**src/verilog/icache_pkg.sv**
```systemverilog
`default_nettype none

package icache_pkg;

    // Cache geometry
    localparam int NUM_SETS    = 8;
    localparam int NUM_WAYS    = 4;
    localparam int BLOCK_WORDS = 4;
    localparam int WORD_BYTES  = 4;

    // Address split: tag | set | byte offset
    localparam int OFFSET_BITS = 4;
    localparam int SET_BITS    = 3;
    localparam int TAG_BITS    = 25;

    typedef logic [31:0]                   addr_t;
    typedef logic [WORD_BYTES*8-1:0]       word_t;
    typedef logic [TAG_BITS-1:0]           tag_t;
    typedef logic [SET_BITS-1:0]           set_idx_t;
    typedef logic [$clog2(NUM_WAYS)-1:0]    way_idx_t;
    typedef logic [$clog2(BLOCK_WORDS)-1:0] word_off_t;
    typedef logic [BLOCK_WORDS*WORD_BYTES*8-1:0] block_t;  // Word 0 in the low bits

    typedef enum logic [2:0] {
        IDLE,
        COMPARE,
        READ,
        WAIT_FILL,
        RESPOND
    } lookup_state_t;

    // Prefixed idle so it does not clash with the lookup FSM
    typedef enum logic [1:0] {
        REFILL_IDLE,
        FETCH,
        DONE
    } refill_state_t;

endpackage

`default_nettype wire

```
**src/verilog/icache_data_store.sv**
```systemverilog
`timescale 1ns/1ns
`default_nettype none

module icache_data_store (
    input  logic                 Clk,
    input  icache_pkg::set_idx_t rd_set,
    input  icache_pkg::way_idx_t rd_way,
    output icache_pkg::block_t   rd_block,
    input  logic                 wr_en,
    input  icache_pkg::set_idx_t wr_set,
    input  icache_pkg::way_idx_t wr_way,
    input  icache_pkg::block_t   wr_block
);
    import icache_pkg::*;

    // One whole block per set and way
    block_t blocks [NUM_SETS][NUM_WAYS];

    // Block-wide fill from the refill engine
    always_ff @(posedge Clk) begin
        if (wr_en) begin
            blocks[wr_set][wr_way] <= wr_block;
        end
    end

    // Registered read, old contents on a same-cycle write
    always_ff @(posedge Clk) begin
        rd_block <= blocks[rd_set][rd_way];
    end

endmodule

`default_nettype wire

```
**config.mk**
```make
export PLATFORM = sky130hd
export DESIGN_NAME = icache_data_store
export DESIGN_NICKNAME = d
export VERILOG_FILES = /design/src/verilog/icache_pkg.sv /design/src/verilog/icache_data_store.sv
export SDC_FILE = /design/constraint.sdc
export NUM_CORES = 2
export LEC_CHECK = 0
export BUFFER_PORTS_ARGS = -buffer_cell sky130_fd_sc_hd__buf_2
export CAP_MARGIN = 20
export CORE_ASPECT_RATIO = 1.75
export CORE_MARGIN = 5
export CORE_UTILIZATION = 30
export CTS_BUF_LIST = sky130_fd_sc_hd__clkbuf_4
export CTS_CLUSTER_SIZE = 25
export DETAILED_ROUTE_END_ITERATION = 12
export GPL_TIMING_DRIVEN = 0
export PLACE_DENSITY = 0.52
export SYNTH_ARGS = -nofsm -noshare
export SYNTH_HDL_FRONTEND = slang
export SYNTH_SLANG_ARGS = --single-unit
```
**constraint.sdc**
```tcl
create_clock -name Clk -period 9.64 [get_ports Clk]
set_input_delay 1.928 -clock Clk [delete_from_list [all_inputs] [get_ports Clk]]
set_output_delay 1.928 -clock Clk [all_outputs]
set_load 0.02 [all_outputs]
```
==> impl_metrics.json <==
{
  "first_global_vias": 82700,
  "slew_violations": 0,
  "dieHeight_um": 962,
  "synth-seq-cells": 4224,
  "post_cts_resized": 0,
  "ys_async_sr_fraction": 0,
  "drc_errors": 0,
  "seqCellArea_um2": 126000,
  "rsz0062_at_grt": "no",
  "rows": 349,
  "yosys.area.top_type_share": 0.792,
  "peakVddDrop_v": 0.000116,
  "cp_data_arrival_time_ns": 2.67,
  "numCtsBuffers": 953,
  "netSwitchingPower_mw": 8.70,
  "postCtsSetupBuffers": 0,
  "synthCells": 6440,
  "setup_viol": 0,
  "netSwitchingFraction": 0.234,
  "yosysTopAreaCell": "edfxtp_1",
  "min_period_over_period": 0.477,
  "initial_core_util": 0.301,
  "muxShareOfSynthArea": 0.147,
  "syn_nets": 6580,
  "netlist_top_cells_area": "edfxtp_1 (79%), mux4_2 (14%), o22ai_1 (1.8%), dfxtp_1 (1.7%), mux2i_1 (0.88%)",
  "cts_hold_buf": 0,
  "wirelength_um": 471000,
  "synth_ff_type": "edfxtp_1",
  "yosysWarnings": 0,
  "ys_seq_area_frac": 0.809,
  "cts_buffer_depth": 4,
  "critical_path_class": "reg -> out",
  "maxCapViolCount": 0,
  "crit_fanout": 1,
  "fin_crit_ns": 4.60,
  "p_clk_frac": 0.396,
  "syn_area_per_cell_um2": 24.1,
  "final_area_um2": 184000,
  "crit_path_end_kind": "output pin",
  "routabilityCongestion": 0.736,
  "antenna_found_initial": 123,
  "clockRootBuffer": "clkbuf_4",
  "die_x_um": 554,
  "fin_skew_ns": 0.112,
  "pin_count": 268,
  "ant_nets": 0,
  "p_leak_nw": 58.1,
  "track_usage": 0.173,
  "required_ns": 7.71,
  "yosys.area_share.simple": 0.00835,
  "die-area_um2": 533000,
  "synth_xor_area_frac": 0,
  "p_seq_frac": 0.550,
  "via_per_inst": 4.99,
  "p_int_mw": 28.5,
  "yosysMostFrequentCell": "edfxtp_1",
  "cpPeakStageDelay_ns": 0.63,
  "finalHoldViolCount": 0,
  "grt_max_degree": 33,
  "critical-path-slowest-cell": "dfxtp_1",
  "vias": 78000,
  "portBuffers": 264,
  "place_area_um2": 171000,
  "critical-path-top-delay-family": "flip-flops",
  "drt_pass1_iterations": 5,
  "start_kind": "flip-flop",
  "synth_top_cells_by_count": "edfxtp_1 (4096), mux4_2 (956), o22ai_1 (444)",
  "fp.coreArea_um2": 516000,
  "synth_compound_area_frac": 0.0228,
  "pwr-share-comb": 0.054,
  "cp_num_buf_inv": 1,
  "drive_gt1_frac": 0.379,
  "fill_cells": 47900,
  "synth_edf_count": 4096,
  "fmax_ghz": 0.218,
  "areaGrowthSynthToFinish_pct": 18.4,
  "multi_input_area_um2": 28000,
  "path_clk_slew_ns": 0.07,
  "synth_area_um2": 155000,
  "clk_latency_ns": 1.81,
  "htree_levels": 6,
  "status": "finished clean",
  "cts_sinks": 4224,
  "cts_tree": "yes",
  "avgRoutedWirePerCell_um": 30.2,
  "nets": 8071,
  "hold_class": "in -> reg",
  "worstPathCellList": "buf_2",
  "grt_pass1_wl_um": 650000,
  "finalSetupTns_ns": 0,
  "synth_top_family_by_area": "multiplexers",
  "synth_cell_types": 28,
  "power_density_nw_per_um2": 203,
  "grt-ovfl-total": 0,
  "tightestPinTransition_ns": 1.23,
  "dp_hpwl_um": 323000,
  "relSlewSlack": 0.180,
  "synth_fa_ha_area_frac": 0,
  "drt-initial-drc-count": 6928
}
registers in the layout, indices dropped and copies added (netlist names):
name,flops
blocks,4096
rd_block,128
layout by cell type, fill, tap and decap left out, types with 7 or more instances in the layout:
cell type / Yosys / final
edfxtp_1: 4096 / 4096
clkbuf_4: 10 / 1409
mux4_2: 956 / 956
o22ai_1: 444 / 444
buf_2: 121 / 400
clkinv_1: 0 / 224
buf_12: 0 / 201
mux2i_1: 136 / 136
dfxtp_1: 128 / 128
a22oi_1: 102 / 102
nor4_1: 111 / 100
clkbuf_1: 107 / 87
buf_4: 65 / 71
diode_2: 0 / 53
clkinv_2: 0 / 38
nand3_1: 37 / 37
buf_16: 0 / 33
nor2_4: 0 / 32
buf_6: 29 / 31
bufinv_16: 0 / 26
clkbuf_2: 0 / 20
buf_1: 20 / 20
nand4_1: 17 / 17
buf_8: 0 / 15
inv_6: 0 / 13
clkinv_4: 0 / 13
nor4_2: 0 / 11
inv_12: 0 / 7
inv_8: 0 / 7
per-layer routing:
metal	track usage	vias to the layer above	part of all wire
met5	0	-	0.0010
met4	0.0618	72	0.037
met3	0.0355	931	0.061
met2	0.322	3050	0.54
met1	0.195	42100	0.36
li1	-	31800	-
power by group through the flow:
stage	logic [mW]	registers (mW)	clock network (mW)
6_report	2.01	20.5	14.7
5_1_grt	2.12	20.5	16.1
4_1_cts	2.07	20.5	15.2
3_5_place_dp	2.07	20.9	0
3_3_place_gp	1.94	21.0	0
2_1_floorplan	0.893	21.0	0
metrics by stage:
step	hold WS [ns]	instances	util	setup WS, ns	power [mW]
6_report	0.624	15600	0.356	5.04	37.2
5_1_grt	0.449	15600	0.356	4.81	38.7
4_1_cts	0.338	15600	0.356	4.76	37.8
3_5_place_dp	0.775	13800	0.331	3.61	23.0
3_3_place_gp	0.781	13500	0.320	-7.59	22.9
2_1_floorplan	0.647	6440	-	1.11	21.9
cell families (layout without fill, tap and decap cells):
| group | Yosys count | count (layout) |
|---|---|---|
| other | 0 | 53 |
| muxes | 1092 | 1092 |
| buffers and inverters | 352 | 2630 |
| DFF | 4224 | 4224 |
| and+or+nand+nor | 226 | 226 |
| AOI/OAI and AO/OA | 546 | 546 |
path summary, 6_finish.rpt:
| kind | from | end | slack (ns) | depth (start not counted) |
|---|---|---|---|---|
| setup / recovery | rd_block[118] | rd_block[118] | 5.04 | 1 |
| hold reg to reg | blocks[2][59] | rd_block[59] | 0.77 | 3 |
| hold / removal | wr_block[57] | blocks[4][441] | 0.62 | 1 |
| setup reg to reg | blocks[6][17] | rd_block[17] | 7.64 | 3 |
cell type report:
type	instances	area share
diodes	53	0.000722
plain buffers	352	0.0109
clock buffers	1399	0.0571
clock inverters	343	0.0131
multi-input cells	1864	0.153
flip-flops and latches	4224	0.683
well taps	6844	0.0466
repair buffers	536	0.0360
(Power assumes the default switching activity.)
