<file path="config.mk">
export PLATFORM = sky130hd
export DESIGN_NAME = icache_refill
export DESIGN_NICKNAME = d
export VERILOG_FILES = /design/src/verilog/icache_pkg.sv /design/src/verilog/icache_refill.sv
export SDC_FILE = /design/constraint.sdc
export NUM_CORES = 1
export LEC_CHECK = 0
export BUFFER_PORTS_ARGS = -buffer_cell sky130_fd_sc_hd__buf_2
export CORE_ASPECT_RATIO = 0.8
export CORE_MARGIN = 2
export CORE_UTILIZATION = 46
export DETAILED_ROUTE_END_ITERATION = 16
export PLACE_DENSITY = 0.84
export SETUP_SLACK_MARGIN = 0.1
export SYNTH_ARGS = -nofsm -noshare
export SYNTH_HDL_FRONTEND = slang
export SYNTH_SLANG_ARGS = --single-unit
</file>
<file path="constraint.sdc">
create_clock -name Clk -period 4.86 [get_ports Clk]
set_input_delay 0.243 -clock Clk [delete_from_list [all_inputs] [get_ports Clk]]
set_output_delay 0.243 -clock Clk [all_outputs]
set_load 0.02 [all_outputs]
</file>
<file path="src/verilog/icache_pkg.sv">
`default_nettype none

package icache_pkg;

    // Cache geometry
    localparam int NUM_SETS    = 8;
    localparam int NUM_WAYS    = 4;
    localparam int BLOCK_WORDS = 4;
    localparam int WORD_BYTES  = 4;

    // Address split: tag | set | byte offset
    localparam int OFFSET_BITS = 4;
    localparam int SET_BITS    = 3;
    localparam int TAG_BITS    = 25;

    typedef logic [31:0]                   addr_t;
    typedef logic [WORD_BYTES*8-1:0]       word_t;
    typedef logic [TAG_BITS-1:0]           tag_t;
    typedef logic [SET_BITS-1:0]           set_idx_t;
    typedef logic [$clog2(NUM_WAYS)-1:0]    way_idx_t;
    typedef logic [$clog2(BLOCK_WORDS)-1:0] word_off_t;
    typedef logic [BLOCK_WORDS*WORD_BYTES*8-1:0] block_t;  // Word 0 in the low bits

    typedef enum logic [2:0] {
        IDLE,
        COMPARE,
        READ,
        WAIT_FILL,
        RESPOND
    } lookup_state_t;

    // Prefixed idle so it does not clash with the lookup FSM
    typedef enum logic [1:0] {
        REFILL_IDLE,
        FETCH,
        DONE
    } refill_state_t;

endpackage

`default_nettype wire

</file>
<file path="src/verilog/icache_refill.sv">
`timescale 1ns/1ns
`default_nettype none

module icache_refill (
    input  logic               Clk,
    input  logic               rst,
    input  logic               refill_start,
    input  icache_pkg::addr_t  refill_address,
    output logic               refill_done,
    output icache_pkg::block_t refill_block,
    output icache_pkg::addr_t  mem_read_address,
    output logic               mem_read_request,
    input  icache_pkg::word_t  mem_data_in,
    input  logic               mem_data_ready
);
    import icache_pkg::*;

    refill_state_t state;
    word_off_t     beat_cnt;
    logic          last_beat;

    assign last_beat   = mem_data_ready && (beat_cnt == word_off_t'(BLOCK_WORDS - 1));
    assign refill_done = (state == DONE);  // Block is complete for exactly one cycle

    always_ff @(posedge Clk) begin
        if (rst) begin
            state            <= REFILL_IDLE;
            mem_read_request <= 1'b0;
            beat_cnt         <= '0;
        end else begin
            case (state)
                REFILL_IDLE: begin
                    if (refill_start) begin
                        state            <= FETCH;
                        mem_read_request <= 1'b1;
                        beat_cnt         <= '0;
                    end
                end
                FETCH: begin
                    // Memory may stall between beats
                    if (mem_data_ready) begin
                        beat_cnt <= beat_cnt + 1'b1;
                    end
                    if (last_beat) begin
                        mem_read_request <= 1'b0;
                        state            <= DONE;
                    end
                end
                DONE: begin
                    state <= REFILL_IDLE;
                end
                default: begin
                    state <= REFILL_IDLE;
                end
            endcase
        end
    end

    always_ff @(posedge Clk) begin
        if (refill_start && (state == REFILL_IDLE)) begin
            mem_read_address <= refill_address;  // Already block aligned
        end
        // Shift down so the first beat ends up as word 0
        if ((state == FETCH) && mem_data_ready) begin
            refill_block <= {mem_data_in, refill_block[$bits(block_t)-1:$bits(word_t)]};
        end
    end

    // Lookup must wait for the current block before asking again
    a_no_start_in_fetch: assert property (@(posedge Clk) disable iff (rst)
        refill_start |-> (state != FETCH));

    // Memory only ever sees whole-block bursts
    a_addr_aligned: assert property (@(posedge Clk) disable iff (rst)
        mem_read_request |-> (mem_read_address[OFFSET_BITS-1:0] == '0));

endmodule

`default_nettype wire

</file>
==> results.yml, run 1 <==
power_and_ir_drop:
  leakagePower_nw: 3.04
  p_sw_frac: 0.206
  power_density_nw_per_um2: 435
  clkPwrFrac: 0.437
  switchingPower_mw: 0.680
  internal-power_mw: 2.63
  seqPwrFrac: 0.499
  p_comb_frac: 0.064
  ir_drop_mv: 0.250
drt:
  dr.first_iter.drc_count: 158
  vias: 2964
  viasPerCell: 4.58
  wl_per_cell_um: 17.2
  wirelength_um: 11100
  detail-route-antenna-nets: 0
  drc: 0
  first_pass_iters: 4
timing:
  holdWs_ns: 0.0114
  fmax_mhz: 521
  setup_viol: 0
  fin_crit_sh: 0.395
  hold_viol: 0
  fin_ws_ns: 2.94
  period_needed_ns: 1.92
  slew_viol_final: 0
  worst_pin_slew_ns: 0.948
  skew_ns: 0.00701
  tns_ns: 0
  rsz0062_at_grt: "no"
  maxSlewHeadroom: 0.368
floorplan:
  rows: 34
  dieArea_sq_um: 11900
  core_area_sq_um: 10800
  fp.dieH_um: 97.9
  fp.dieW_um: 121
  ios: 230
  start_util: 0.469
clock_tree:
  ctsResizeCount: 0
  cts_root_buf: "clkbuf_16"
  clk-insertion-delay-late_ns: 0.41
  numCtsBuffers: 17
  clk_pin_slew_ns: 0.06
  cts_tree: "built"
  clock_sinks: 165
  clock_path_buffers: 2
  htree_levels: 4
setup_path:
  endpoint_kind: "register"
  cp_slowest_stage_delay_ns: 0.72
  crit_family: "buffers and inverters"
  cp_num_buf_inv: 1
  cpMaxStageDelayCell: "buf_4"
  worstPathCellList: "and3b_4 -> buf_4"
  cp.required_ns: 4.89
  startpoint_type: "register"
  worstSetupPathType: "register to register"
  path_max_fanout: 78
  crit_arrival_ns: 1.95
place:
  place_area_sq_um: 6410
  gp_congestion: 0.737
  hpwl_um: 7140
  dp_slack_ns: 2.97
  io_buffers: 229
synth:
  syn_area_sq_um: 5070
  synthTopCellsByArea: "edfxtp_1, dfxtp_1, nor2b_1"
  yosysUniqueCellTypes: 20
  synth_cells: 188
  synth_edf_count: 160
  synth_compound_area_frac: 0.00864
  synth_top_area_frac: 0.947
  yosys_register_bits: 165
  yosysSeqAreaShare: 0.967
  synth-xor-area-share: 0
  synth.avg_cell_area_sq_um: 27.0
  synthArstFlopShare: 0
  synthMostInstantiatedCell: "edfxtp_1"
  synth-simple-area-share: 0.0195
  yosys_warnings: 0
  synth_area_leader_cell: "edfxtp_1"
  synth_fa_ha_area_frac: 0.00247
  yosys_most_used_dff: "edfxtp_1"
  syn-num-nets: 257
  synth_top_family_by_area: "simple AND/OR/NAND/NOR gates"
  synth_mux_area_frac: 0
  synth_commonest_cells: "edfxtp_1, dfxtp_1, nor2b_1"
grt:
  grtUsageTotal: 0.183
  grt_max_degree: 79
  grt_antenna_before_repair: 0
  grt_pass1_wl_um: 15900
  first_global_vias: 2943
  overflow: 0
layout:
  antennaDiodeCount: 0
  multi_input_area_sq_um: 161
  seq_area_sq_um: 4900
  fillerInstances: 699
  postLayoutCellArea_sq_um: 7590
  syn_to_final_growth_pct: 49.8
  final_nets: 560
  layout-drive-gt1-share: 0.533
min_path:
  min_path_type: "input pin to register"
flow_run:
  maxCapViolations: 0
run_status:
  outcome: "finished, final reports clean"
power groups by stage:
| stage | logic, mW | registers [mW] | clock network, mW |
|---|---|---|---|
| finish | 0.212 | 1.65 | 1.45 |
| global route | 0.224 | 1.65 | 1.53 |
| CTS | 0.204 | 1.65 | 1.47 |
| detailed placement | 0.178 | 1.68 | 0 |
| global placement | 0.173 | 1.67 | 0 |
| floorplan | 0.0242 | 1.75 | 0 |
flip-flops by register name (all words and copies together), names as in the netlist:
signal            count
refill_block        128
mem_read_address     32
beat_cnt              2
state                 2
mem_read_request      1
layer usage:
layer,vias up,track usage,share of wire
met4,0,0.0778,0.016
met1,1454,0.208,0.37
met5,-,0,0
met2,131,0.322,0.54
li1,1362,-,-
met3,17,0.0555,0.070
stage by stage:
stage / total power, mW / std cells / util
after detailed placement: 1.86 / 563 / 0.594
after global placement: 1.85 / 563 / 0.594
after global routing: 3.40 / 647 / 0.703
after CTS: 3.32 / 635 / 0.692
final: 3.31 / 647 / 0.703
after floorplan: 1.77 / 188 / -
timing repair:
item                      in CTS  in global routing
buffers inserted               0                  0
hold buffers                  41                 12
hold endpoints to repair      41                 12
cell type report:
| cell class | count | share of cell area |
|---|---|---|
| clock buffer | 17 | 0.0560 |
| clock inverter | 14 | 0.0295 |
| multi-input combinational | 22 | 0.0213 |
| sequential | 165 | 0.646 |
| tap | 144 | 0.0237 |
| timing repair buffer | 285 | 0.224 |
final timing paths:
check / from / endpoint / cells after the start / slack [ns]
setup / recovery: state[0] / refill_block[10] / 2 / 2.94
hold / removal: refill_address[24] / mem_read_address[24] / 1 / 0.01
setup reg to reg: state[0] / refill_block[10] / 2 / 2.94
hold reg to reg: refill_block[72] / refill_block[40] / 0 / 0.45
layout by cell type, fill, tap and decap left out:
cell type / count
o21ai_0: 2
o21bai_1: 1
and3b_4: 1
buf_4: 3
nor3_1: 1
nand3b_1: 1
and2b_1: 1
nor4b_2: 1
inv_6: 4
dfxtp_1: 5
clkbuf_16: 17
nor2b_2: 1
ha_1: 1
edfxtp_1: 160
nand3_1: 1
a31oi_1: 1
nor2_2: 1
bufinv_16: 5
clkinv_2: 1
nor2b_1: 2
nand4b_1: 1
nor3b_2: 1
dlygate4sd3_1: 53
a21oi_1: 2
o21ai_1: 2
buf_2: 229
nand2_1: 1
clkinv_4: 3
clkinvlp_4: 1
kinds of logic after synthesis:
kind of cell,Yosys count
flip-flops,165
buffers and inverters,1
adder cells (fa/ha/maj),1
AND/OR/NAND/NOR,13
AO/OA/AOI/OAI,8
(Power assumes the default switching activity.)
==> inputs of run 2 (changes only) <==
Clock period 4.86 ns to 1.8 ns, I/O delays scaled along.
==> results.yml, run 2 (synthesis gave the netlist of run 1 again) <==
clock_tree:
  clock_sinks: 165
  clk_pin_slew_ns: 0.06
  clk-insertion-delay-late_ns: 0.41
  cts_tree: "built"
  numCtsBuffers: 17
  post-cts-setup-buffers: 0
  htree_levels: 4
  cts_root_buf: "clkbuf_16"
  clock_path_buffers: 2
power_and_ir_drop:
  power_density_nw_per_um2: 1130
  ir_drop_mv: 0.640
  leakagePower_nw: 3.10
setup_path:
  cp_num_buf_inv: 1
  cp.required_ns: 1.89
  worstPathCellList: "and3b_4 -> buf_12"
  startpoint_type: "register"
  reg2reg_to: "refill_block[9]"
  worstRegToRegCells: 2
  crit_arrival_ns: 1.62
  endpoint_kind: "register"
  path_max_fanout: 42
  cp_slowest_stage_delay_ns: 0.50
  cpMaxStageDelayCell: "dfxtp_1"
  ff2ff_setup_slack_ns: 0.27
  worstSetupPathType: "register to register"
  crit_family: "flip-flops"
  worstSetupPathDepth: 2
  r2r_start: "state[0]"
layout:
  fin_util: 0.717
  syn_to_final_growth_pct: 52.8
  layout_common_cells: "buf_2, edfxtp_1, dlygate4sd3_1"
  layout_commonest_cell: "buf_2"
  final_nets: 574
  largest_reg_flops: 128
  reg_top3: "refill_block: 128 flops, mem_read_address: 32 flops"
  postLayoutCellArea_sq_um: 7750
  largest-register: "refill_block"
  layout-drive-gt1-share: 0.519
floorplan:
  rows: 34
  fp.dieH_um: 97.9
  start_util: 0.469
  ios: 230
  dieArea_sq_um: 11900
  core_area_sq_um: 10800
  fp.dieW_um: 121
grt:
  grt_pass1_wl_um: 16900
  grt_max_degree: 43
  overflow: 0
  first_global_vias: 3148
  grt_antenna_before_repair: 2
  grtUsageTotal: 0.196
timing:
  fin_crit_sh: 0.850
  fmax_mhz: 654
  period_needed_ns: 1.53
  slew_viol_final: 0
  skew_ns: 0.00925
  maxSlewHeadroom: 0.783
  setup_viol: 0
  tns_ns: 0
  holdWs_ns: 0.0441
  rsz0062_at_grt: "no"
  worst_pin_slew_ns: 0.325
  fin_ws_ns: 0.270
  hold_viol: 0
min_path:
  min_path_type: "input pin to register"
  holdPathEnd: "state[0]"
  hold_path_depth: 3
  worstHoldStart: "refill_start"
flow_run:
  maxCapViolations: 0
drt:
  wirelength_um: 11600
  drc: 0
  viasPerCell: 4.61
  dr.first_iter.drc_count: 206
  wl_per_cell_um: 17.4
  detail-route-antenna-nets: 0
  vias: 3064
  first_pass_iters: 4
place:
  hpwl_um: 7600
  io_buffers: 229
  place_area_sq_um: 6470
  gp_congestion: 0.725
  dp_slack_ns: 0.284
run_status:
  outcome: "finished, final reports clean"
## run 2: cell count changes in the layout (fill, tap and decap cells not counted), moves of 2 or more
cell	previous run	this run
dlygate4sd3_1	53	66
buf_12	0	4
buf_4	3	0
inv_6	4	7
bufinv_16	5	3
clkinv_4	3	1
diode_2	0	2
## run 2: cell type report
cell class | count | area [sq um]
fill | 700 | 3050
clock buffer | 18 | 429
timing repair buffer | 299 | 1890
multi-input combinational | 22 | 161
tap | 144 | 180
clock inverter | 14 | 184
antenna | 2 | 5.00
sequential | 165 | 4900
## run 2: worst max path at each step
stage / slack [ns] / start / to
4_1_cts: 0.28 / state[0] / refill_block[73]
3_3_place_gp: 0.33 / state[0] / refill_block[47]
5_1_grt: 0.20 / state[0] / refill_block[73]
2_1_floorplan: -0.26 / state[1] / refill_block[0]
3_5_place_dp: 0.28 / state[0] / refill_block[15]
6_report: 0.27 / state[0] / refill_block[9]
## run 2: where the power goes
group / internal [mW] / total, mW / switching, mW
clock network: 2.22 / 3.69 / 1.46
registers: 4.38 / 4.45 / 0.0645
logic: 0.260 / 0.617 / 0.357
total: 6.87 / 8.75 / 1.88
## run 2: layer usage
metal  GRT usage  wire, um
met5           0         0
met4       0.102       365
met3      0.0578       771
met2       0.348      6320
met1       0.213      4120
## run 2: timing repair
action / in CTS / in global routing
hold buffers: 66 / 0
endpoints found under the hold margin: 69 / 0
resized for setup: 0 / 0
## run 2: worst reg2reg max path, cell delays in order, from the launching register on
cell and delay, ns:
dfxtp_1 0.50, and3b_4 0.42, buf_12 0.28
## run 2: metrics by stage
stage | power [mW] | instances
floorplan | 4.77 | 188
global placement | 5.00 | 564
detailed placement | 5.03 | 564
CTS | 8.81 | 662
global route | 9.00 | 664
finish | 8.75 | 664
==> inputs of run 3 (changes only) <==
Clock period 1.8 ns to 1.45 ns, I/O delays scaled along.
==> results.yml, run 3 (synthesis gave the netlist of run 1 again) <==
flow_run:
  maxCapViolations: 0
layout:
  fin_cells: 679
  layout_commonest_cell: "buf_2"
  layout_common_cells: "buf_2, edfxtp_1, dlygate4sd3_1"
  largest_reg_flops: 128
  fin_util: 0.729
  largest-register: "refill_block"
  fillerInstances: 668
  layout-drive-gt1-share: 0.533
  syn_to_final_growth_pct: 55.4
  final_nets: 591
  antennaDiodeCount: 0
  reg_top3: "refill_block: 128 flops, mem_read_address: 32 flops"
clock_tree:
  clock_path_buffers: 2
  numCtsBuffers: 17
  clk_pin_slew_ns: 0.06
  clock_sinks: 165
  clk-insertion-delay-late_ns: 0.41
  cts_tree: "built"
  htree_levels: 4
  cts_root_buf: "clkbuf_16"
timing:
  rsz0062_at_grt: "no"
  hold_viol: 0
  fin_crit_sh: 0.890
  skew_ns: 0.0110
  worst_pin_slew_ns: 0.186
  slew_viol_final: 0
  period_needed_ns: 1.29
  fmax_mhz: 775
  maxSlewHeadroom: 0.876
  setup_viol: 0
  tns_ns: 0
  fin_ws_ns: 0.159
grt:
  grtUsageTotal: 0.220
  first_global_vias: 3214
  grt_max_degree: 23
  grt_pass1_wl_um: 18200
  grt_antenna_before_repair: 0
  overflow: 0
setup_path:
  crit_family: "buffers and inverters"
  path_max_fanout: 16
  endpoint_kind: "register"
  startpoint_type: "register"
  worstSetupPathType: "register to register"
  cpMaxStageDelayCell: "dfxtp_1"
  cp_num_buf_inv: 3
  cp.required_ns: 1.57
  critPathMostFrequentCell: "nor2b_4"
  worstPathCellList: "buf_6 -> nor2b_4 -> nor2b_4 -> buf_4 -> buf_16"
  crit_arrival_ns: 1.41
  cp_slowest_stage_delay_ns: 0.32
power_and_ir_drop:
  ir_drop_mv: 1.12
  power_density_nw_per_um2: 1320
  fin_total_pwr_mw: 10.4
  leakagePower_nw: 3.18
place:
  hpwl_um: 7890
  dp_slack_ns: 0.100
  dp_cells: 576
  gp_congestion: 0.759
  io_buffers: 229
run_status:
  outcome: "finished, final reports clean"
floorplan:
  rows: 34
  start_util: 0.469
  dieArea_sq_um: 11900
  core_area_sq_um: 10800
  fp.dieW_um: 121
  ios: 230
  fp.dieH_um: 97.9
drt:
  first_pass_iters: 4
  drc: 0
  wl_per_cell_um: 18.6
  dr.first_iter.drc_count: 222
  detail-route-antenna-nets: 0
  wirelength_um: 12600
  vias: 3205
  viasPerCell: 4.72
min_path:
  min_path_type: "input pin to register"
-- run 3: worst paths after layout --
| check | from | endpoint | cells past startpoint | slack [ns] |
|---|---|---|---|---|
| max reg2reg | state[1] | mem_read_address[20] | 5 | 0.16 |
| max | state[1] | mem_read_address[20] | 5 | 0.16 |
| min | refill_start | state[0] | 3 | 0.03 |
| min reg2reg | refill_block[56] | refill_block[24] | 0 | 0.44 |
-- run 3: repair_timing --
item | 4_1_cts | 5_1_grt
setup endpoints to repair | 57 | 33
buffers inserted | 3 | 1
endpoints found under the hold margin | 69 | 0
hold buffers | 66 | 0
cloned | 1 | 0
gates resized for setup | 2 | 5
-- run 3: power by group --
| group | internal [mW] | leakage (nW) | switching, mW | total (mW) |
|---|---|---|---|---|
| clock | 2.22 | 0.263 | 1.84 | 4.05 |
| combinational | 0.378 | 1.39 | 0.463 | 0.841 |
| sequential | 5.44 | 1.53 | 0.0844 | 5.52 |
-- run 3: metrics by stage --
stage | hold WS [ns] | cell area (sq um)
floorplan | 0.142 | 5080
global placement | 0.249 | 6590
detailed placement | 0.251 | 6590
CTS | 0.00260 | 7870
global route | 0.0260 | 7880
finish | 0.0270 | 7880
-- run 3: worst min-delay path: stages --
cell and delay (ns):
buf_2 0.11, nor2_2 0.14, nor4b_2 0.06
-- run 3: final cells by class --
class / instances / area, sq um / area share
repair buffers: 316 / 2090 / 0.265
clock buffers: 19 / 433 / 0.0549
multi-input cells: 22 / 176 / 0.0224
flip-flops and latches: 165 / 4900 / 0.622
well taps: 144 / 180 / 0.0229
clock inverters: 13 / 96.3 / 0.0122
-- run 3: routing by layer --
layer  vias up  share of wire  track usage
li1       1440              -            -
met1      1584           0.37        0.244
met2       160           0.54        0.390
met3        21          0.059       0.0666
met4         0          0.024       0.0964
met5         -              0            0
