File: config.mk
export PLATFORM = sky130hd
export DESIGN_NAME = icache_lookup
export DESIGN_NICKNAME = d
export VERILOG_FILES = /design/src/verilog/icache_pkg.sv /design/src/verilog/icache_lookup.sv
export SDC_FILE = /design/constraint.sdc
export NUM_CORES = 1
export LEC_CHECK = 0
export BUFFER_PORTS_ARGS = -buffer_cell sky130_fd_sc_hd__buf_4
export CAP_MARGIN = 25
export CORE_AREA = 8 8 212 214
export DETAILED_ROUTE_END_ITERATION = 10
export DIE_AREA = 0 0 220 222
export PLACE_DENSITY = 0.37
export SLEW_MARGIN = 20
export SYNTH_ARGS = -nofsm -noshare
export SYNTH_HDL_FRONTEND = slang
export SYNTH_SLANG_ARGS = --single-unit
File: constraint.sdc
create_clock -name Clk -period 2.93 [get_ports Clk]
set_clock_uncertainty 0.05 [all_clocks]
set_input_delay 0.586 -clock Clk [delete_from_list [all_inputs] [get_ports Clk]]
set_output_delay 0.586 -clock Clk [all_outputs]
set_load 0.02 [all_outputs]
File: src/verilog/icache_pkg.sv
`default_nettype none

package icache_pkg;

    // Cache geometry
    localparam int NUM_SETS    = 8;
    localparam int NUM_WAYS    = 4;
    localparam int BLOCK_WORDS = 4;
    localparam int WORD_BYTES  = 4;

    // Address split: tag | set | byte offset
    localparam int OFFSET_BITS = 4;
    localparam int SET_BITS    = 3;
    localparam int TAG_BITS    = 25;

    typedef logic [31:0]                   addr_t;
    typedef logic [WORD_BYTES*8-1:0]       word_t;
    typedef logic [TAG_BITS-1:0]           tag_t;
    typedef logic [SET_BITS-1:0]           set_idx_t;
    typedef logic [$clog2(NUM_WAYS)-1:0]    way_idx_t;
    typedef logic [$clog2(BLOCK_WORDS)-1:0] word_off_t;
    typedef logic [BLOCK_WORDS*WORD_BYTES*8-1:0] block_t;  // Word 0 in the low bits

    typedef enum logic [2:0] {
        IDLE,
        COMPARE,
        READ,
        WAIT_FILL,
        RESPOND
    } lookup_state_t;

    // Prefixed idle so it does not clash with the lookup FSM
    typedef enum logic [1:0] {
        REFILL_IDLE,
        FETCH,
        DONE
    } refill_state_t;

endpackage

`default_nettype wire

File: src/verilog/icache_lookup.sv
`timescale 1ns/1ns
`default_nettype none

module icache_lookup (
    input  logic                 Clk,
    input  logic                 rst,
    input  logic                 read_enable,
    input  icache_pkg::addr_t    read_address,
    output icache_pkg::word_t    instruction,
    output logic                 ready,
    output logic                 busy,
    output icache_pkg::set_idx_t lookup_set,
    output icache_pkg::tag_t     lookup_tag,
    input  logic                 hit,
    input  icache_pkg::way_idx_t hit_way,
    input  icache_pkg::way_idx_t victim_way,
    output logic                 fill_en,
    output icache_pkg::set_idx_t fill_set,
    output icache_pkg::way_idx_t fill_way,
    output icache_pkg::tag_t     fill_tag,
    output icache_pkg::set_idx_t rd_set,
    output icache_pkg::way_idx_t rd_way,
    input  icache_pkg::block_t   rd_block,
    output logic                 wr_en,
    output icache_pkg::set_idx_t wr_set,
    output icache_pkg::way_idx_t wr_way,
    output icache_pkg::block_t   wr_block,
    output logic                 refill_start,
    output icache_pkg::addr_t    refill_address,
    input  logic                 refill_done,
    input  icache_pkg::block_t   refill_block
);
    import icache_pkg::*;

    lookup_state_t state;
    tag_t          tag_q;
    set_idx_t      set_q;
    word_off_t     off_q;
    way_idx_t      victim_q;
    logic          miss_q;    // Answer comes from the refill buffer
    word_t         hold_q;    // Last instruction, held between responses
    word_t         resp_word;
    logic          accept;

    assign accept = read_enable && !busy;

    assign lookup_set = set_q;
    assign lookup_tag = tag_q;
    assign rd_set     = set_q;
    assign rd_way     = hit_way;

    // Miss is known in READ, memory request follows one edge later
    assign refill_start   = (state == READ) && !hit;
    assign refill_address = {tag_q, set_q, {OFFSET_BITS{1'b0}}};

    // Tag and data written together at the latched victim
    assign fill_en  = (state == WAIT_FILL) && refill_done;
    assign fill_set = set_q;
    assign fill_way = victim_q;
    assign fill_tag = tag_q;
    assign wr_en    = fill_en;
    assign wr_set   = set_q;
    assign wr_way   = victim_q;
    assign wr_block = refill_block;

    assign resp_word = miss_q ? refill_block[off_q*$bits(word_t) +: $bits(word_t)]
                              : rd_block[off_q*$bits(word_t) +: $bits(word_t)];
    assign instruction = ready ? resp_word : hold_q;

    always_ff @(posedge Clk) begin
        if (rst) begin
            state  <= IDLE;
            ready  <= 1'b0;
            busy   <= 1'b0;
            miss_q <= 1'b0;
        end else begin
            ready <= 1'b0;
            case (state)
                IDLE, RESPOND: begin
                    if (accept) begin
                        state  <= COMPARE;
                        busy   <= 1'b1;
                        miss_q <= 1'b0;
                    end else begin
                        state <= IDLE;
                    end
                end
                COMPARE: state <= READ;  // Tag store registers its compare
                READ: begin
                    if (hit) begin
                        state <= RESPOND;
                        ready <= 1'b1;
                        busy  <= 1'b0;
                    end else begin
                        state  <= WAIT_FILL;
                        miss_q <= 1'b1;
                    end
                end
                WAIT_FILL: begin
                    if (refill_done) begin
                        state <= RESPOND;
                        ready <= 1'b1;
                        busy  <= 1'b0;
                    end
                end
                default: state <= IDLE;
            endcase
        end
    end

    always_ff @(posedge Clk) begin
        if (accept) begin
            tag_q <= read_address[31 -: TAG_BITS];
            set_q <= read_address[OFFSET_BITS +: SET_BITS];
            off_q <= read_address[$clog2(WORD_BYTES) +: $bits(word_off_t)];
        end
        if (refill_start) begin
            victim_q <= victim_way;
        end
        if (ready) begin
            hold_q <= resp_word;
        end
    end

    // A finished block is only expected while a miss waits for it
    a_done_in_wait: assert property (@(posedge Clk) disable iff (rst)
        refill_done |-> (state == WAIT_FILL));

endmodule

`default_nettype wire

==> impl_results.md, run 1 <==
* CP max FO at 23
* GR Overflow Total at 0
* First-pass GRT wire length at 43.1 mm
* P_sw at around 0.0017 W
* Sequential share of power at between 20 and 30%
* Yosys reg bits at 70
* Worst reg2reg setup slack at roughly 1200 ps
* Initial DRC count at roughly 160
* CTS Sinks at 70
* Initial Utilization at 14.6%
* Worst Hold End: fill_tag[3]$_DFFE_PP_
* Worst r2r src: miss_q$_SDFFE_PP0P_
* Hpwl dp at ~26 mm
* P_int at ~0.003 W
* Drt wl/cell at around 21 µm
* CTS buffer count at 9
* 1st-pass router iterations at 4
* # port buffers at around 550
* Fraction of layout cells with a size suffix above 1 at between 60% and 70%
* Fin nets at 1272
* CP max-delay cell: mux2i_2
* CP arrival at about 2100 ps
* PnR Total Power at between 0.004 and 0.005 W
* Clock buffer depth at 2
* Synth cell types at 23
* Hold path start: read_address[10]
* Worst path required time at around 2300 ps
* Top cells by area, synth: buf_4 25%, mux2i_1 16%, edfxtp_1 16%
* Clock slew at reported path FFs at roughly 60 ps
* Worst-Skew Late Latency at about 350 ps
* Comb power frac at roughly 48%
* Slew @ Worst Pin at between 600 and 700 ps
* Final instance area at 0.00968 mm²
* Core area at between 0.04 and 0.05 mm²
* Die Area at between 0.04 and 0.05 mm²
* Slew headroom at 59.0%
* Via density per instance at between 3 and 4
* Core Util, Final at about a quarter
* Placed Cells at 1501
* HP Class: in -> reg
* Startpoint types: flop
* Critical path class: reg -> out
* Max_cap viols at 0
* Initial antenna violation count at 2
* Sw Share at between 30% and 40%
* Routed WL at approximately 31 mm
* PwrDens at 489 mW/mm²
* Leak pwr at 4.48 nW
* Root Buffer: clkbuf_16
* Gpl congestion at around 0.76
* Hold Fails Final Rpt at 0
* Cell Area, Placed at about 0.0094 mm²
* Residual DRC at 0
* RSZ-0062 raised after global routing: no
* Vias at between 5000 and 6000
* Maximum vdd ir drop at about 0.25 mV
* CTS tree: yes
* YS warnings at 0
* Reg2Reg Depth at 5
* Total Routing Usage GR at 12.0%
* Final Max Tran Viols at 0
* Fin crit share at approximately 94%
* Post-Layout Cell Count at ~1500
* CP most frequent cell: buf_4
* CP peak stage delay at ~440 ps
* Crit end category: output pin
* Sum of negative setup slack at 0 ps
* Yosys top cell area share at 25.4%
* FP Rows at 75
* Status: completed
* # H-tree levels at 3
* Antenna cells at 0
* Post-Synthesis Cells at ~620
* Area leader, netlist: buf_4
* WHS Path Cells at 1
* Period minus WS final at 2760 ps
* Final setup violation count at 0
* Max Fclk at ~360 MHz
* IO Pins at 562
* Final ANT Viol Nets at 0
* Synthesized area per cell at 9.69 µm²
* Synth Cell Area at roughly 0.006 mm²
* Die Width at 220 µm
* Clock share of power at between 20% and 30%
* Crit path cell chain: buf_12 -> mux2i_2 -> buf_4 -> a22oi_1 -> a41o_1 -> buf_4
* Area grow syn2layout at 60.4%
* Register area share after synthesis at 28.5%
* Vias in the first global route at approximately 6100
* Die Ht at ~220 µm
* Largest net degree at the start of global routing at 52
* Reg-to-reg endpoint: hold_q[27]$_DFF_P_
## registers in the layout, summed over array words and instances, names as in the netlist
signal	cells
hold_q	32
fill_tag	25
fill_set	3
state	3
fill_way	2
off_q	2
busy	1
miss_q	1
ready	1
## cells in the mapped netlist
cell type  count
nor4b_1        2
and3_1         1
nor3_1         4
nand3_1       33
and2b_1       10
buf_4        204
a41o_1        32
a211o_1       32
a22oi_1       32
conb_1         1
buf_2         11
a21oi_1        1
buf_6         15
nand2b_1       1
o22ai_1        1
clkbuf_1      12
nor2b_1       58
edfxtp_1      32
o21ai_0        1
dfxtp_1       38
nor2_1         4
nand2b_4       1
mux2i_1       97
## worst max-delay path: cells and delay by family, from the launching register on
kind,cells,cell delay [ps]
buffers and inverters,3,560
multiplexers,1,440
flip-flops,1,420
AO/OA/AOI/OAI,2,330
## timing repair
action / 4_1_cts / 5_1_grt
endpoints found under the setup margin: 2 / 2
setup buffers: 2 / 0
gates resized for setup: 2 / 0
hold buffers: 0 / 0
pin swaps: 0 / 2
## cell type report
type / instances / area [µm²]
repair buffers: 580 / 4440
clock buffers: 10 / 229
clock inverters: 6 / 61.3
flip-flops and latches: 70 / 1730
well taps: 539 / 674
multi-input cells: 314 / 2550
fillers: 4504 / 31800
## stage by stage
stage / hold WS [ps] / setup WS (ps)
finish: 360 / 170
global route: 327 / 20.7
CTS: 334 / 3.23
detailed placement: 429 / 30.2
global placement: 431 / 78.0
floorplan: 385 / 512
## metal layers
metal / vias to the layer above / track usage (%) / wire length (µm)
met4: 0 / 2.29 / 249
met2: 240 / 22.1 / 16700
li1: 2753 / - / -
met1: 2623 / 13.7 / 12400
met5: - / 0 / 0
met3: 9 / 2.93 / 2070
## cell usage in the layout (no fill, tap or decap), types with 2 or more instances in the layout
cell type	netlist	final
nor2_1	4	3
a22oi_1	32	32
conb_1	1	4
nor4b_1	2	2
and2b_1	10	10
inv_6	0	2
edfxtp_1	32	32
clkinv_2	0	2
clkbuf_16	0	9
a211o_1	32	32
nor2b_1	58	56
mux2i_2	0	2
buf_12	0	7
nor3_1	4	4
dfxtp_1	38	36
buf_4	204	573
mux2i_1	97	95
a41o_1	32	32
nand3_1	33	33
## cell families after synthesis
family                 count (synthesis)  synth area share, %
buffers and inverters                242                 29.8
AOI/OAI and AO/OA                     99                 14.2
DFF                                   70                 28.5
and+or+nand+nor                      114                 11.3
other                                  1               0.0621
muxes                                 97                 16.1
## power groups by stage
| stage | combinational, W | sequential, W | clock, W |
|---|---|---|---|
| global route | 0.00241 | 0.00138 | 0.00126 |
| detailed placement | 0.00230 | 0.00138 | 0 |
| global placement | 0.00230 | 0.00137 | 0 |
| finish | 0.00225 | 0.00135 | 0.00114 |
| floorplan | 0.00130 | 0.00138 | 0 |
| CTS | 0.00231 | 0.00135 | 0.00122 |
## worst max path at each step
stage,to,startpoint,slack [ps],cells after the start
after floorplan,fill_set[0]$_DFFE_PP_,read_enable,510,1
after CTS,instruction[2],off_q[1]$_DFFE_PP_,3,4
final,instruction[27],miss_q$_SDFFE_PP0P_,170,6
after global routing,instruction[2],off_q[1]$_DFFE_PP_,20,4
after global placement,instruction[27],miss_q$_SDFFE_PP0P_,80,6
after detailed placement,instruction[27],miss_q$_SDFFE_PP0P_,30,6
Note: power is estimated with default switching activity, not from simulation.
==> inputs of run 2 (changes only) <==
--- a/config.mk
+++ b/config.mk
@@ -5,12 +5,13 @@
 export SDC_FILE = /design/constraint.sdc
 export NUM_CORES = 1
 export LEC_CHECK = 0
+export ABC_AREA = 1
 export BUFFER_PORTS_ARGS = -buffer_cell sky130_fd_sc_hd__buf_4
 export CAP_MARGIN = 25
 export CORE_AREA = 8 8 212 214
 export DETAILED_ROUTE_END_ITERATION = 10
 export DIE_AREA = 0 0 220 222
-export PLACE_DENSITY = 0.37
+export PLACE_DENSITY = 0.39
 export SLEW_MARGIN = 20
 export SYNTH_ARGS = -nofsm -noshare
 export SYNTH_HDL_FRONTEND = slang
==> run 2 against run 1 <==
Area after synthesis up 12%. Worst hold slack worse by 11 ps. Maximum frequency up 5.6%. Sequential share of layout area down 1.1 points. Cell count is 31% higher. Clock power barely moved. First-iteration DRC count rose by 100%. Register-to-register slack better by 160 ps. Power is 3.3% higher. Combinational power grew 5%. Sequential cell count did not move. Largest cell class unchanged. Highest routed layer unchanged.
==> impl_results.md, run 2 <==
* Initial Utilization at 16.2% (+1.7 points)
* Post-Synth XOR/XNOR Area at 0% (unchanged)
* Sum of negative setup slack at 0 ps (unchanged)
* Largest reg by FF count: hold_q
* Crit end category: output pin
* CTS buffer count at 9 (unchanged)
* Synth Cell Area at 0.00674 mm² (+12%)
* RSZ-0062 raised after global routing: no
* Final ANT Viol Nets at 0 (unchanged)
* Drt wl/cell at 17.9 µm (-14%)
* CP most frequent cell: nand3_1
* GR Overflow Total at 0 (unchanged)
* # port buffers at 551 (unchanged)
* Die Width at 220 µm (unchanged)
* Register area share after synthesis at 25.6% (-3.0 points)
* Synth Area in Compound Gates at 0.409% (-14 points)
* Placed Cells at 1979 (+32%)
* Number of post-CTS setup repair buffers at 0 (-2)
* HP Class: in -> reg
* Initial DRC count at 336 (+100%)
* 1st-pass router iterations at 7 (+3)
* YS warnings at 0 (unchanged)
* Setup WS post-layout at 316 ps (+146 ps)
* Via density per instance at 3.75 (+1.4%)
* IO Pins at 562 (unchanged)
* Synth cell types at 16 (-30%)
* CTS Hold Buffers Added at 0 (unchanged)
* Residual DRC at 0 (unchanged)
* Worst-Skew Late Latency at 350 ps (about the same)
* Gpl congestion at 0.820 (+7.7%)
* # H-tree levels at 3 (unchanged)
* Synthesized area per cell at 6.00 µm² (-38%)
* Yosys reg bits at 70 (unchanged)
* Vias in the first global route at 7940 (+30%)
* First-pass GRT wire length at 50.6 mm (+17%)
* Largest family of logic cells by synthesized area: buffers and inverters
* FP Rows at 75 (unchanged)
* Startpoint types: flop
* Routed WL at 35.6 mm (+13%)
* Mux share of post-synthesis cell area at 0% (-16 points)
* Largest net degree at the start of global routing at 66 (+27%)
* Fin crit share at 89.2% (-5.0 points)
* Yosys top cell area share at 22.8% (-2.5 points)
* Async SR Flop Fraction at 0% (unchanged)
* Status: completed
* DP Worst Slack at 621 ps (+591 ps)
* Root Buffer: clkbuf_16
* Period minus WS final at 2610 ps (-146 ps)
* Synth Area in Adders at 0% (unchanged)
* CP max-delay cell: dfxtp_4
* Final Max Tran Viols at 0 (unchanged)
* Fin nets at 1748 (+37%)
* Commonest non-fill, non-tap cell in the layout: buf_4
* Vias at 7490 (+33%)
* Die Ht at 222 µm (unchanged)
* Antenna cells at 0 (unchanged)
* Critical path class: reg -> out
* Synth cell count leaders: 388 x nand2_1, 205 x buf_4, 203 x inv_1
* Post-Layout Cell Count at 1995 (+31%)
* Crit path cell chain: inv_4 -> buf_12 -> buf_12 -> nand2_1 -> nand3_1 -> nand3_1 -> nand3_1 -> nand2_1 -> buf_4
* Core area at 0.0415 mm² (unchanged)
* CP max FO at 36 (+57%)
* Area leader, netlist: buf_4
* Worst path required time at 2290 ps (about the same)
* Top FF cell, synth: dfxtp_1
* Total Routing Usage GR at 13.9% (+2.0 points)
* Post-Synth Simple-Gate Area at 36.4% (+25 points)
* PnR Total Power at 0.00489 W (+3.3%)
* Post-Synthesis Cells at 1123 (+80%)
* Final setup violation count at 0 (unchanged)
* Initial antenna violation count at 0 (-2)
* Clock slew at reported path FFs at 60 ps (about the same)
* Top-count cell post-synth: nand2_1
* CP peak stage delay at 360 ps (-80 ps)
* Clock buffer depth at 2 (unchanged)
* Max Fclk at 383 MHz (+5.6%)
* CP arrival at 1980 ps (-140 ps)
* PostCTS Resize Cnt at 0 (-2)
* CTS tree: yes
* Maximum vdd ir drop at 0.235 mV (-5.6%)
* Max reg flops at 32 (unchanged)
* Commonest cells after routing, fill and taps aside: 562 x buf_4, 388 x nand2_1, 202 x inv_1
* Top cells by area, synth: buf_4 23%, nand2_1 22%, nand3_1 14%
* Fraction of layout cells with a size suffix above 1 at 40.5% (-21 points)
* Die Area at 0.0488 mm² (unchanged)
* Hpwl dp at 29.7 mm (+13%)
* CTS Sinks at 70 (unchanged)
* Leak pwr at 5.98 nW (+34%)
* Max_cap viols at 0 (unchanged)
* Area grow syn2layout at 52.9%
* Hold Fails Final Rpt at 0 (unchanged)
* Hold slack at 349 ps (-10.6 ps)
* Post-synth EDFFs at 32 (unchanged)
* PwrDens at 475 mW/mm² (-2.9%)
## run 2: cell count changes in the layout (fill, tap and decap cells not counted), moves of 10 or more
cell / before / now
a211o_1: 32 / 0
a22oi_1: 32 / 0
a41o_1: 32 / 0
and2b_1: 10 / 0
buf_4: 573 / 562
inv_1: 0 / 202
mux2i_1: 95 / 0
nand2_1: 0 / 388
nand3_1: 33 / 194
nor2b_1: 56 / 0
## run 2: final cells by class
class | count | area, µm²
repair buffers | 568 | 4340
well taps | 539 | 674
fillers | 4769 | 31200
clock inverters | 6 | 62.6
flip-flops and latches | 70 | 1730
multi-input cells | 597 | 2500
clock buffers | 10 | 229
inverters | 205 | 772
## run 2: per-layer routing
metal | track usage (%) | wire (µm) | up-vias
li1 | - | - | 3819
met1 | 15.0 | 13600 | 3318
met2 | 25.9 | 18700 | 329
met3 | 3.64 | 2570 | 24
met4 | 4.38 | 651 | 0
met5 | 0 | 0 | -
## run 2: final timing paths
kind	startpoint	end	slack (ps)	cells after the start
worst max register to register	miss_q$_SDFFE_PP0P_	hold_q[10]$_DFF_P_	1310	8
worst min-delay path	read_address[12]	fill_tag[5]$_DFFE_PP_	350	1
worst max-delay path	miss_q$_SDFFE_PP0P_	instruction[10]	320	9
worst min register to register	hold_q[31]$_DFF_P_	hold_q[31]$_DFF_P_	400	2
## run 2: critical path, delay by kind of cell (launching register included)
family | cells | cell delay, ps
AND/OR/NAND/NOR | 5 | 410
buffers and inverters | 4 | 780
flip-flops | 1 | 360
## run 2: power by group
group          total, W  leakage (nW)  switching, W  internal, W
combinational   0.00237          5.21       0.00137      0.00100
clock           0.00112         0.147      0.000463     0.000659
sequential      0.00140         0.626     0.0000951      0.00131
## run 2: per-stage QoR
| step | utilization (%) | area [µm²] |
|---|---|---|
| after detailed placement | 24.1 | 10000 |
| after CTS | 24.8 | 10300 |
| after global routing | 24.8 | 10300 |
| after floorplan | - | 6750 |
| final | 24.8 | 10300 |
| after global placement | 24.1 | 10000 |
## run 2: cells by family after synthesis
group	count (synthesis)
AOI/OAI and AO/OA	5
buffers and inverters	459
DFF	70
other	1
and+or+nand+nor	588
==> inputs of run 3 (changes only) <==
--- a/config.mk
+++ b/config.mk
@@ -8,10 +8,11 @@
 export ABC_AREA = 1
 export BUFFER_PORTS_ARGS = -buffer_cell sky130_fd_sc_hd__buf_4
 export CAP_MARGIN = 25
-export CORE_AREA = 8 8 212 214
+export CORE_AREA = 8 8 211 213
 export DETAILED_ROUTE_END_ITERATION = 10
-export DIE_AREA = 0 0 220 222
+export DIE_AREA = 0 0 219 221
 export PLACE_DENSITY = 0.39
+export RECOVER_POWER = 25
 export SLEW_MARGIN = 20
 export SYNTH_ARGS = -nofsm -noshare
 export SYNTH_HDL_FRONTEND = slang
==> run 3 against run 2 <==
Worst hold slack improved by 10 ps. Largest cell class unchanged. Register-to-register slack worse by 900 ps. Critical path depth fell by 1. Cell count hardly changed. Clock power increased by 11%. Critical path type unchanged. Largest power group unchanged. Power rose by 2.1%. Sequential share of layout area up 0.088 points. The run now ends with capacitance limit, slew limit left. Combinational power barely moved. Maximum frequency fell by 0.16%. Clock-buffer cell count unchanged.
==> impl_results.md, run 3 (synthesis gave the netlist of run 2 again) <==
* Status: complete, but fails checks
* Failing checks: capacitance limit, slew limit
* Total Routing Usage GR at 14.3% (+0.39 points)
* Vias in the first global route at 7872 (-0.86%)
* Largest reg by FF count: hold_q
* Via density per instance at 3.72 (-0.80%)
* Reg-to-reg endpoint: state[0]$_SDFFE_PP0P_
* Fin nets at 1749 (+0.057%)
* CP max-delay cell: dfxtp_4
* Crit end category: output pin
* Slew @ Worst Pin at between 1500 and 2000 ps
* Final Max Tran Viols at 31 (+31)
* Gpl congestion at 0.813 (-0.89%)
* PwrDens at 488 mW/mm² (+2.7%)
* # H-tree levels at 3 (unchanged)
* Crit path cell chain: inv_4 -> buf_12 -> nand2_1 -> nand3_1 -> nand3_1 -> nand3_1 -> nand2_1 -> buf_4
* Die Width at 219 µm (-0.45%)
* 1st-pass router iterations at 4 (-3)
* CTS tree: yes
* Slew headroom at -21.8%
* Worst Hold End: state[1]$_SDFFE_PP0P_
* Worst-Skew Late Latency at 370 ps (+20 ps)
* CP max FO at 37 (+2.8%)
* Area grow syn2layout at 52.1%
* Max reg flops at 32 (unchanged)
* Hpwl dp at 30.0 mm (+0.83%)
* Period minus WS final at 2620 ps (+4.22 ps)
* Final setup violation count at 0 (unchanged)
* PostCTS Resize Cnt at 0 (unchanged)
* CP peak stage delay at 370 ps (about the same)
* Sum of negative setup slack at 0 ps (unchanged)
* Leak pwr at 5.89 nW (-1.4%)
* Hold path start: rst
* IO Pins at 562 (unchanged)
* Drt wl/cell at 18.1 µm (+1.2%)
* CTS Hold Buffers Added at 0 (unchanged)
* Commonest non-fill, non-tap cell in the layout: buf_4
* WHS Path Cells at 2 (+1)
* Clock buffer depth at 2 (unchanged)
* Startpoint types: flop
* CP arrival at 1980 ps (about the same)
* Clock slew at reported path FFs at 70 ps (about the same)
* Fin crit share at 89.3% (+0.14 points)
* Vias at 7434 (-0.75%)
* Fraction of layout cells with a size suffix above 1 at 38.8% (-1.7 points)
* Max Fclk at 382 MHz (-0.16%)
* Worst r2r src: busy$_SDFFE_PP0P_
* Core area at 0.0413 mm² (-0.45%)
* Max_cap viols at 1 (+1)
* RSZ-0062 raised after global routing: no
* Root Buffer: clkbuf_16
* Number of post-CTS setup repair buffers at 0 (unchanged)
* Final instance area at 0.0102 mm² (-0.52%)
* HP Class: in -> reg
* Critical path class: reg -> out
* Initial DRC count at 331 (-1.5%)
* Initial Utilization at 16.3% (+0.074 points)
* Die Area at 0.0484 mm² (-0.90%)
* Reg2Reg Depth at 4 (-4)
* CTS Sinks at 70 (unchanged)
* Die Ht at 221 µm (-0.45%)
* # port buffers at 551 (unchanged)
* Hold Fails Final Rpt at 0 (unchanged)
* Worst reg2reg setup slack at 410 ps (-900 ps)
* Maximum vdd ir drop at 0.228 mV (-3.2%)
* Routed WL at 36.0 mm (+1.2%)
* CTS buffer count at 9 (unchanged)
* Worst path required time at 2290 ps (about the same)
* First-pass GRT wire length at 51.9 mm (+2.5%)
* Initial antenna violation count at 1 (+1)
* Final ANT Viol Nets at 0 (unchanged)
* GR Overflow Total at 0 (unchanged)
* Residual DRC at 0 (unchanged)
* Largest net degree at the start of global routing at 73 (+11%)
* Antenna cells at 0 (unchanged)
* CP most frequent cell: nand3_1
* FP Rows at 75 (unchanged)
* Commonest cells after routing, fill and taps aside: 508 x buf_4, 388 x nand2_1, 202 x inv_1
* Cell Area, Placed at 0.0100 mm² (about the same)
## run 3: cell types whose count changed in the layout (fill, tap and decap cells not counted)
cell        previous run  this run
nor2_2                 1         0
nor2_1                 2         3
clkbuf_4               0        31
buf_4                562       508
bufinv_16              1         2
clkinv_2               3         0
clkinv_4               1         2
clkinvlp_4             0         1
clkbuf_1               1        25
## run 3: layer usage
layer	wire, µm	up-vias	part of all wire [%]	global-route usage (%)
met5	0	-	0	0
met4	506	0	1.4	3.57
met3	2640	20	7.3	4.16
met2	18700	314	52	26.2
met1	14200	3278	39	15.9
li1	-	3822	-	-
## run 3: stage by stage
stage	utilization [%]	instances	power, W	hold WS [ps]	setup WS [ps]
3_3_place_gp	24.3	1980	0.00385	384	665
2_1_floorplan	-	1126	0.00275	448	377
3_5_place_dp	24.3	1980	0.00385	390	639
5_1_grt	24.8	1996	0.00535	324	94.6
6_report	24.8	1996	0.00500	360	312
4_1_cts	25.0	1996	0.00517	300	199
## run 3: worst max-delay path: cells and delay by family, from the launching register on
kind,cells,cell delay [ps]
flip-flops,1,370
AND/OR/NAND/NOR,5,660
buffers and inverters,3,530
## run 3: cell type report
class	count	area [µm²]
fill	4736	31000
timing repair buffer	569	4260
multi-input combinational	597	2500
sequential	70	1730
inverter	205	772
tap	539	674
clock buffer	10	229
clock inverter	6	93.8
## run 3: report_power, final
group	internal, W	switching [W]	total (W)	leakage [nW]
clock network	0.000752	0.000488	0.00124	0.153
registers	0.00131	0.0000922	0.00140	0.626
logic	0.000985	0.00137	0.00236	5.11
## run 3: worst max path at each step
stage                        startpoint                    end
global placement    miss_q$_SDFFE_PP0P_        instruction[25]
floorplan                   read_enable  state[0]$_SDFFE_PP0P_
detailed placement  miss_q$_SDFFE_PP0P_        instruction[11]
CTS                 miss_q$_SDFFE_PP0P_        instruction[11]
global route          busy$_SDFFE_PP0P_  state[0]$_SDFFE_PP0P_
finish              miss_q$_SDFFE_PP0P_        instruction[25]
